<file path="src/hdl/riscvPkg.sv">
`default_nettype none

package riscvPkg;

    // RV32I major opcodes handled by the decode stage
    typedef enum logic [6:0] {
        opLoad   = 7'b0000011,
        opImm    = 7'b0010011,
        opAuipc  = 7'b0010111,
        opStore  = 7'b0100011,
        opReg    = 7'b0110011,
        opLui    = 7'b0110111,
        opBranch = 7'b1100011,
        opJalr   = 7'b1100111,
        opJal    = 7'b1101111
    } opcodeT;

    // Immediate layout selector
    typedef enum logic [2:0] {
        immNone = 3'd0,
        immI    = 3'd1,
        immS    = 3'd2,
        immB    = 3'd3,
        immU    = 3'd4,
        immJ    = 3'd5
    } immSrcT;

    // Coarse ALU operation from the main decoder
    typedef enum logic [1:0] {
        aluOpAdd   = 2'd0,
        aluOpSub   = 2'd1,
        aluOpFunct = 2'd2
    } aluOpT;

    // Concrete ALU operation for the execute stage
    typedef enum logic [3:0] {
        aluAdd  = 4'd0,
        aluSub  = 4'd1,
        aluSll  = 4'd2,
        aluSlt  = 4'd3,
        aluSltu = 4'd4,
        aluXor  = 4'd5,
        aluSrl  = 4'd6,
        aluSra  = 4'd7,
        aluOr   = 4'd8,
        aluAnd  = 4'd9
    } aluControlT;

endpackage

`default_nettype wire

</file>
<file path="src/hdl/mainDecoder.sv">
`timescale 1ns/10ps
`default_nettype none

module mainDecoder (
    input  logic [6:0]       op,
    output riscvPkg::immSrcT immSrc,
    output riscvPkg::aluOpT  aluOp,
    output logic             regWrite,
    output logic             aluSrc,
    output logic             memWrite,
    output logic             resultSrc,
    output logic             branch,
    output logic             pcOp,
    output logic             illegal
);

    always_comb begin
        // Everything off unless the opcode says otherwise
        immSrc    = riscvPkg::immNone;
        aluOp     = riscvPkg::aluOpAdd;
        regWrite  = 1'b0;
        aluSrc    = 1'b0;
        memWrite  = 1'b0;
        resultSrc = 1'b0;
        branch    = 1'b0;
        pcOp      = 1'b0;
        illegal   = 1'b0;

        case (op)
            // Load, address is rs1 + imm
            riscvPkg::opLoad: begin
                regWrite  = 1'b1;
                immSrc    = riscvPkg::immI;
                aluSrc    = 1'b1;
                resultSrc = 1'b1;
            end
            // Arithmetic with immediate
            riscvPkg::opImm: begin
                regWrite = 1'b1;
                immSrc   = riscvPkg::immI;
                aluSrc   = 1'b1;
                aluOp    = riscvPkg::aluOpFunct;
            end
            riscvPkg::opStore: begin
                immSrc   = riscvPkg::immS;
                aluSrc   = 1'b1;
                memWrite = 1'b1;
            end
            // Register-register
            riscvPkg::opReg: begin
                regWrite = 1'b1;
                aluOp    = riscvPkg::aluOpFunct;
            end
            // Compare by subtraction
            riscvPkg::opBranch: begin
                immSrc = riscvPkg::immB;
                branch = 1'b1;
                aluOp  = riscvPkg::aluOpSub;
            end
            riscvPkg::opLui: begin
                regWrite = 1'b1;
                immSrc   = riscvPkg::immU;
                aluSrc   = 1'b1;
            end
            // Same as lui but relative to the PC
            riscvPkg::opAuipc: begin
                regWrite = 1'b1;
                immSrc   = riscvPkg::immU;
                aluSrc   = 1'b1;
                pcOp     = 1'b1;
            end
            riscvPkg::opJal: begin
                regWrite = 1'b1;
                immSrc   = riscvPkg::immJ;
                aluSrc   = 1'b1;
                branch   = 1'b1;
                pcOp     = 1'b1;
            end
            // Target is rs1 + imm; bit 30 of the offset must not turn this into a subtract
            riscvPkg::opJalr: begin
                regWrite = 1'b1;
                immSrc   = riscvPkg::immI;
                aluSrc   = 1'b1;
                pcOp     = 1'b1;
            end
            // System, fence, CSR and anything unknown
            default: begin
                illegal = 1'b1;
            end
        endcase
    end

endmodule

`default_nettype wire

</file>
<file path="src/hdl/aluDecoder.sv">
`timescale 1ns/10ps
`default_nettype none

module aluDecoder (
    input  riscvPkg::aluOpT       aluOp,
    input  logic [2:0]            funct3,
    input  logic                  funct7b5,
    input  logic                  opb5,
    output riscvPkg::aluControlT  aluControl
);

    // Only R-type with funct7 bit 5 set subtracts, addi never does
    logic isSub;

    assign isSub = funct7b5 & opb5;

    always_comb begin
        case (aluOp)
            riscvPkg::aluOpAdd: aluControl = riscvPkg::aluAdd;
            riscvPkg::aluOpSub: aluControl = riscvPkg::aluSub;
            riscvPkg::aluOpFunct: begin
                case (funct3)
                    3'b000: aluControl = isSub ? riscvPkg::aluSub : riscvPkg::aluAdd;
                    3'b001: aluControl = riscvPkg::aluSll;
                    3'b010: aluControl = riscvPkg::aluSlt;
                    3'b011: aluControl = riscvPkg::aluSltu;
                    3'b100: aluControl = riscvPkg::aluXor;
                    // Shift right, arithmetic when funct7 bit 5 is set
                    3'b101: aluControl = funct7b5 ? riscvPkg::aluSra : riscvPkg::aluSrl;
                    3'b110: aluControl = riscvPkg::aluOr;
                    default: aluControl = riscvPkg::aluAnd;
                endcase
            end
            default: aluControl = riscvPkg::aluAdd;
        endcase
    end

endmodule

`default_nettype wire

</file>
<file path="src/hdl/immGenerator.sv">
`timescale 1ns/10ps
`default_nettype none

module immGenerator #(
    parameter int dataWidth = 32
) (
    input  logic [31:0]          instr,
    input  riscvPkg::immSrcT     immSrc,
    output logic [dataWidth-1:0] imm
);

    logic [31:0] imm32;

    always_comb begin
        case (immSrc)
            riscvPkg::immI: imm32 = {{20{instr[31]}}, instr[31:20]};
            riscvPkg::immS: imm32 = {{20{instr[31]}}, instr[31:25], instr[11:7]};
            // Branch offset is in halfwords
            riscvPkg::immB: begin
                imm32 = {{20{instr[31]}}, instr[7], instr[30:25], instr[11:8], 1'b0};
            end
            riscvPkg::immU: imm32 = {instr[31:12], 12'h000};
            riscvPkg::immJ: begin
                imm32 = {{12{instr[31]}}, instr[19:12], instr[20], instr[30:21], 1'b0};
            end
            default: imm32 = 32'h0000_0000;
        endcase
    end

    // Sign extend to the datapath width
    assign imm = dataWidth'($signed(imm32));

endmodule

`default_nettype wire

</file>
<file path="src/hdl/decodeStage.sv">
`timescale 1ns/10ps
`default_nettype none

module decodeStage #(
    parameter int dataWidth = 32
) (
    input  logic                  clk,
    input  logic                  reset,
    input  logic [31:0]           instr,
    input  logic                  instrValid,
    input  logic                  stall,
    output logic                  outValid,
    output logic                  regWrite,
    output logic                  aluSrc,
    output logic                  memWrite,
    output logic                  resultSrc,
    output logic                  branch,
    output logic                  pcOp,
    output logic                  illegal,
    output riscvPkg::aluControlT  aluControl,
    output logic [dataWidth-1:0]  imm,
    output logic [4:0]            rd
);

    riscvPkg::immSrcT     immSrc;
    riscvPkg::aluOpT      aluOp;
    riscvPkg::aluControlT decAluControl;
    logic [dataWidth-1:0] decImm;
    logic                 decRegWrite;
    logic                 decAluSrc;
    logic                 decMemWrite;
    logic                 decResultSrc;
    logic                 decBranch;
    logic                 decPcOp;
    logic                 decIllegal;

    mainDecoder i_mainDecoder (
        .op        (instr[6:0]),
        .immSrc    (immSrc),
        .aluOp     (aluOp),
        .regWrite  (decRegWrite),
        .aluSrc    (decAluSrc),
        .memWrite  (decMemWrite),
        .resultSrc (decResultSrc),
        .branch    (decBranch),
        .pcOp      (decPcOp),
        .illegal   (decIllegal)
    );

    aluDecoder i_aluDecoder (
        .aluOp      (aluOp),
        .funct3     (instr[14:12]),
        .funct7b5   (instr[30]),
        .opb5       (instr[5]),
        .aluControl (decAluControl)
    );

    immGenerator #(
        .dataWidth (dataWidth)
    ) i_immGenerator (
        .instr  (instr),
        .immSrc (immSrc),
        .imm    (decImm)
    );

    // ID/EX control, a bubble clears every bit
    always_ff @(posedge clk) begin
        if (reset) begin
            outValid <= 1'b0;
            regWrite <= 1'b0;
            memWrite <= 1'b0;
            branch   <= 1'b0;
            pcOp     <= 1'b0;
            illegal  <= 1'b0;
        end else if (!stall) begin
            outValid <= instrValid;
            regWrite <= instrValid & decRegWrite;
            memWrite <= instrValid & decMemWrite;
            branch   <= instrValid & decBranch;
            pcOp     <= instrValid & decPcOp;
            illegal  <= instrValid & decIllegal;
        end
    end

    // ID/EX datapath side, held while stalled
    always_ff @(posedge clk) begin
        if (!stall) begin
            aluSrc     <= instrValid & decAluSrc;
            resultSrc  <= instrValid & decResultSrc;
            aluControl <= decAluControl;
            imm        <= decImm;
            rd         <= instr[11:7];
        end
    end

endmodule

`default_nettype wire

</file>
<file path="config.mk">
export PLATFORM = sky130hd
export DESIGN_NAME = decodeStage
export DESIGN_NICKNAME = d
export VERILOG_FILES = /design/src/hdl/riscvPkg.sv /design/src/hdl/mainDecoder.sv /design/src/hdl/aluDecoder.sv /design/src/hdl/immGenerator.sv /design/src/hdl/decodeStage.sv
export SDC_FILE = /design/constraint.sdc
export NUM_CORES = 1
export LEC_CHECK = 0
export BUFFER_PORTS_ARGS = -buffer_cell sky130_fd_sc_hd__buf_2
export CAP_MARGIN = 30
export CORE_ASPECT_RATIO = 0.5
export CORE_MARGIN = 5
export CORE_UTILIZATION = 24
export CTS_BUF_LIST = sky130_fd_sc_hd__clkbuf_8
export DETAILED_ROUTE_END_ITERATION = 7
export PLACE_DENSITY = 0.53
export SYNTH_ARGS = -nofsm -noshare
export SYNTH_HDL_FRONTEND = slang
export SYNTH_SLANG_ARGS = --single-unit
</file>
<file path="constraint.sdc">
create_clock -name clk -period 2.75 [get_ports clk]
set_input_delay 0.1375 -clock clk [delete_from_list [all_inputs] [get_ports clk]]
set_output_delay 0.1375 -clock clk [all_outputs]
set_load 0.005 [all_outputs]
</file>
# ---- Word-level counts from Yosys, hierarchy flattened
# Cells that the tools add are included.
dict set report word_totals {
  ram_bits 0
  latchBits 0
  output_inout_bits 49
  romBits 0
  elab_cells 64
  mem_count 0
  register_bits 49
}
dict set report op_classes {
  bitwise 8
  n_mux 14
  add_sub_neg 0
  div_mod_pow 0
  eq_ne 22
  n_lt_le_gt_ge 0
  n_reduce_logical 9
  n_shift 0
  mul 0
}
# op n
set op_table {}
lappend op_table {{case mux 32 bit (5 select lines)} 1}
lappend op_table {{case mux 4 bit (7 select lines)} 1}
lappend op_table {{== test 7 x 6 -> 1 bit (second input constant)} 3}
lappend op_table {{== test 7 bit (second input constant)} 3}
lappend op_table {{== test 3 bit (second input constant)} 5}
lappend op_table {{case mux 3 bit (5 select lines)} 1}
lappend op_table {{== test 7 x 5 -> 1 bit (second input constant)} 2}
lappend op_table {{OR reduction 7 bit} 2}
lappend op_table {{== test 3 x 2 -> 1 bit (second input constant)} 4}
lappend op_table {{two-way mux 1 bit} 9}
lappend op_table {{OR reduction 9 bit} 1}
lappend op_table {{bitwise AND 1 bit} 8}
lappend op_table {{case mux 4 bit (2 select lines)} 1}
lappend op_table {{== test 7 x 2 -> 1 bit (second input constant)} 1}
lappend op_table {{== test 3 x 1 -> 1 bit (second input constant)} 2}
lappend op_table {{OR reduction 2 bit} 3}
lappend op_table {{OR reduction 3 bit} 2}
lappend op_table {{case mux 2 bit (2 select lines)} 1}
lappend op_table {{logical NOT 3 bit} 1}
lappend op_table {{== test 2 x 1 -> 1 bit (second input constant)} 1}
lappend op_table {{== test 2 bit (second input constant)} 1}

# ---- Longest topological paths before layout
dict set report logic_depth {
  depth_word 5
  ltp_mapped 7
  mapped_depth_nobuf 6
}

# ---- By module
# Synthesis repeated with hierarchy kept, for this count alone.
dict set report unflattened {
  cells_unflattened 192
  hier_area_um2 2254.7
}
# module area_per_inst_um2 cells_per_inst n_inst
set modules_own_cells {}
lappend modules_own_cells {decodeStage 1530.2 71 1}
lappend modules_own_cells {immGenerator 390.4 66 1}
lappend modules_own_cells {mainDecoder 207.7 35 1}
lappend modules_own_cells {aluDecoder 126.4 20 1}

# ---- Least setup slack after synthesis
# Ideal clock, no wire load.
dict set report synth_timing {
  kind {input to register}
  start {input stall}
  end {register aluControl[0] (enable)}
  path_stages 2
  path_slack_ns 1.191
  arrival_ns 1.162
  path_buffers 1
  required_time_ns 2.353
  cell_sequence {clkbuf_1 -> inv_1}
}
# element line_no
set synth_rtl {}
lappend synth_rtl {{start: declaration} decodeStage.sv:11} ;# input logic stall,
lappend synth_rtl {{end signal: assignment} decodeStage.sv:90} ;# aluControl <= decAluControl;
lappend synth_rtl {{end: declaration} decodeStage.sv:20} ;# output riscvPkg::aluControlT aluControl,
# No word-level cell between the ends.

# ---- Final worst setup path
dict set report layout_timing {
  start {input instr[6]}
  end {register imm[27], data pin}
}
dict set report layout_between {
  elab_chain_len 5
  word_cells_on_any_way 17
}
# element line_no
set layout_rtl {}
lappend layout_rtl {{start: declaration} decodeStage.sv:9} ;# input logic [31:0] instr,
lappend layout_rtl {{== test 7 x 2 -> 1 bit (tied with other cells)} mainDecoder.sv:29} ;# case (op)
lappend layout_rtl {{OR reduction 3 bit (no line) or OR reduction 2 bit (tied branches)} n/a}
lappend layout_rtl {{case mux 3 bit (5 select lines) (*)} mainDecoder.sv:29}
lappend layout_rtl {{== test 3 bit (tied with other cells)} immGenerator.sv:15} ;# case (immSrc)
lappend layout_rtl {{case mux 32 bit (5 select lines) (*)} immGenerator.sv:15}
lappend layout_rtl {{named net decImm[27]} decodeStage.sv:28} ;# logic [dataWidth-1:0] decImm;
lappend layout_rtl {{end signal: assignment} decodeStage.sv:91} ;# imm <= decImm;
lappend layout_rtl {{end: declaration} decodeStage.sv:21} ;# output logic [dataWidth-1:0] imm,
# The timed path passes the listed nets; every way through them passes the cells marked *.
# A chain may end at the register's enable or synchronous reset.

==> results.toml <==
[floorplan]
die_x_microns = 146
core_area_sq_um = 8890
die_h_microns = 78.2
initial_core_util = 0.251
num_rows = 24
pin_count = 85
dieArea_sq_um = 11400

[sta]
slew_viol_final = 0
tightest_slew_ps = 557
timing.final.crit_share = 0.491
rsz0062_at_grt = "false"
period_needed_ps = 1350
timing.hold.ws_ps = 12.7
relSlewSlack = 0.629
hold_viol_final = 0
fin_worst_skew_ps = 0
tns_ps = 0
finalSetupViolCount = 0
fmax_mhz = 741
setup_slack_ps = 1400

[global_route]
grt_max_degree = 44
grt-ovfl-total = 0
grt_pass1_wl_mm = 8.71
grtUsageTotal = 0.0956
antenna_found_initial = 0
grt_pass1_vias = 1642

[yosys]
synth_fa_ha_area_frac = 0.0112
async_reset_ff_frac = 0
yosysSeqAreaShare = 0.632
synthMuxAreaShare = 0
synth-xor-area-share = 0
synthCells = 171
ys_warn_count = 0
synth-edff-count = 43
synth_top_flop_cell = "edfxtp_1"
syn_avg_cell_area_sq_um = 13.1
yosys.area_share.simple = 0.141
ys_seq_elements = 49
ys_types = 44
syn-num-nets = 209
synth_top_family_by_area = "compound AO/OA/AOI/OAI gates"
syn_area_sq_um = 2230
synth_compound_area_frac = 0.175

[routing]
ant_nets = 0
via_per_inst = 4.32
routedWlPerCell_microns = 15.0
drt_wl_total_mm = 5.61
first_iter_violations = 104
vias = 1616
drt-pass1-iter-count = 4
drcViolationCount = 0

[cts]
clk_latency_ps = 310
clock_path_buffers = 2
ctsResizeCount = 0
cts_root_buf = "clkbuf_8"
numCtsBuffers = 5
cts_tree = "done"
post_cts_buffers = 0
cts.htree.levels = 2
postCtsHoldBufs = 0
clkTransAtPathRegs_ps = 100
cts.sinks = 49

[worst_setup_path]
cp_max_fo = 12
end_kind = "register"
rrSetupSlack_ps = 2080
reg2reg_to = "memWrite"
setup.worst_path.start_class = "primary input"
cp_data_required_time_ps = 2940
worstPathArrival_ps = 1540
critPathKind = "in -> reg"
r2r_cells = 2
r2r-start = "memWrite"

[job]
drv_cap = 0

[worst_hold_path]
holdPathEnd = "rd[4]"
hold_class = "in -> reg"
min_delay_path_depth = 1
hold_start = "instr[11]"

[cells_and_area]
area_growth_pct = 27.8
final_cells = 374
mostFrequentLayoutCell = "buf_2"
final_core_util = 0.321
n_antenna_cell = 0
nets = 294
final_cell_mix = "84 x buf_2, 43 x edfxtp_1, 21 x a21o_1"
drive_gt1_frac = 0.401
stdcell_area_sq_um = 2850

[power_and_ir_drop]
p_leak_nw = 1.29
irDropWorstVdd_mv = 0.176
switching_share = 0.252
p_switching_uw = 371
p_int_mw = 1.10
power.share.sequential = 0.583
power_frac_clock = 0.310
power_density_nw_per_um2 = 517
comb_power_share = 0.107
power_mw = 1.48

[placement]
postPlaceCellArea_sq_um = 2760
place_congestion = 0.799
detailed_place_hpwl_mm = 4.25
port_buffers = 84
dp.cells = 366
pre_cts_ws_ps = 1060

[outcome]
status = "finished clean"
-- power by group through the flow --
stage / clock network, mW / logic [mW] / registers (mW)
3_3_place_gp: 0 / 0.158 / 0.877
6_report: 0.457 / 0.158 / 0.860
2_1_floorplan: 0 / 0.0598 / 0.886
3_5_place_dp: 0 / 0.161 / 0.878
4_1_cts: 0.474 / 0.162 / 0.861
5_1_grt: 0.498 / 0.173 / 0.864
-- how the worst max path moves through the flow --
stage / from / end / slack (ps) / depth (start not counted)
final: instr[6] / imm[27] / 1400 / 5
after global placement: instr[6] / imm[29] / 1110 / 5
after detailed placement: instr[6] / imm[22] / 1060 / 5
after global routing: instr[6] / imm[22] / 1310 / 5
after floorplan: stall / aluControl[0] / 1190 / 2
after CTS: instr[6] / imm[22] / 1400 / 5
-- layout make-up --
cell class,count,area [sq um]
Fill cell,919,6040
Sequential cell,49,1410
Multi-Input combinational cell,105,732
Timing Repair Buffer,86,435
Tap cell,117,146
Clock buffer,5,68.8
Inverter,9,33.8
Clock inverter,3,25.0
-- metal layers --
metal | global-route usage | up-vias | wire length [microns]
li1 | - | 810 | -
met1 | 0.111 | 765 | 2330
met2 | 0.173 | 36 | 2990
met3 | 0.0213 | 5 | 211
met4 | 0.0394 | 0 | 77
met5 | 0 | - | 0
-- Yosys cell counts, drive strengths merged (3+ instances only) --
master	count	area [sq um]
nand3b	3	35.0
inv	9	33.8
buf	6	47.5
a22o	4	35.0
nand2b	5	31.3
a21oi	11	58.8
edfxtp	43	1290
nor2	11	41.3
a21o	21	158
nand2	9	33.8
nor3	3	25.0
nor2b	6	37.5
dfxtp	6	120
-- cells by family (layout without fill, tap and decap cells) --
group | after synthesis | count (layout)
compound gates | 51 | 51
flops | 49 | 49
fa+ha+maj | 2 | 2
simple gates | 52 | 52
buf+inv | 17 | 103
-- flip-flops by register name, summed over array words and instances (netlist names) --
name	count
outValid	1
imm	32
branch	1
aluSrc	1
memWrite	1
resultSrc	1
aluControl	4
regWrite	1
illegal	1
rd	5
pcOp	1
-- worst max-delay path: stages --
cell     delay [ps]
buf_2           170
or2_4           290
or3_4           350
a21oi_2         450
a21o_1          140
No activity file was read; power rests on OpenSTA's default activity.
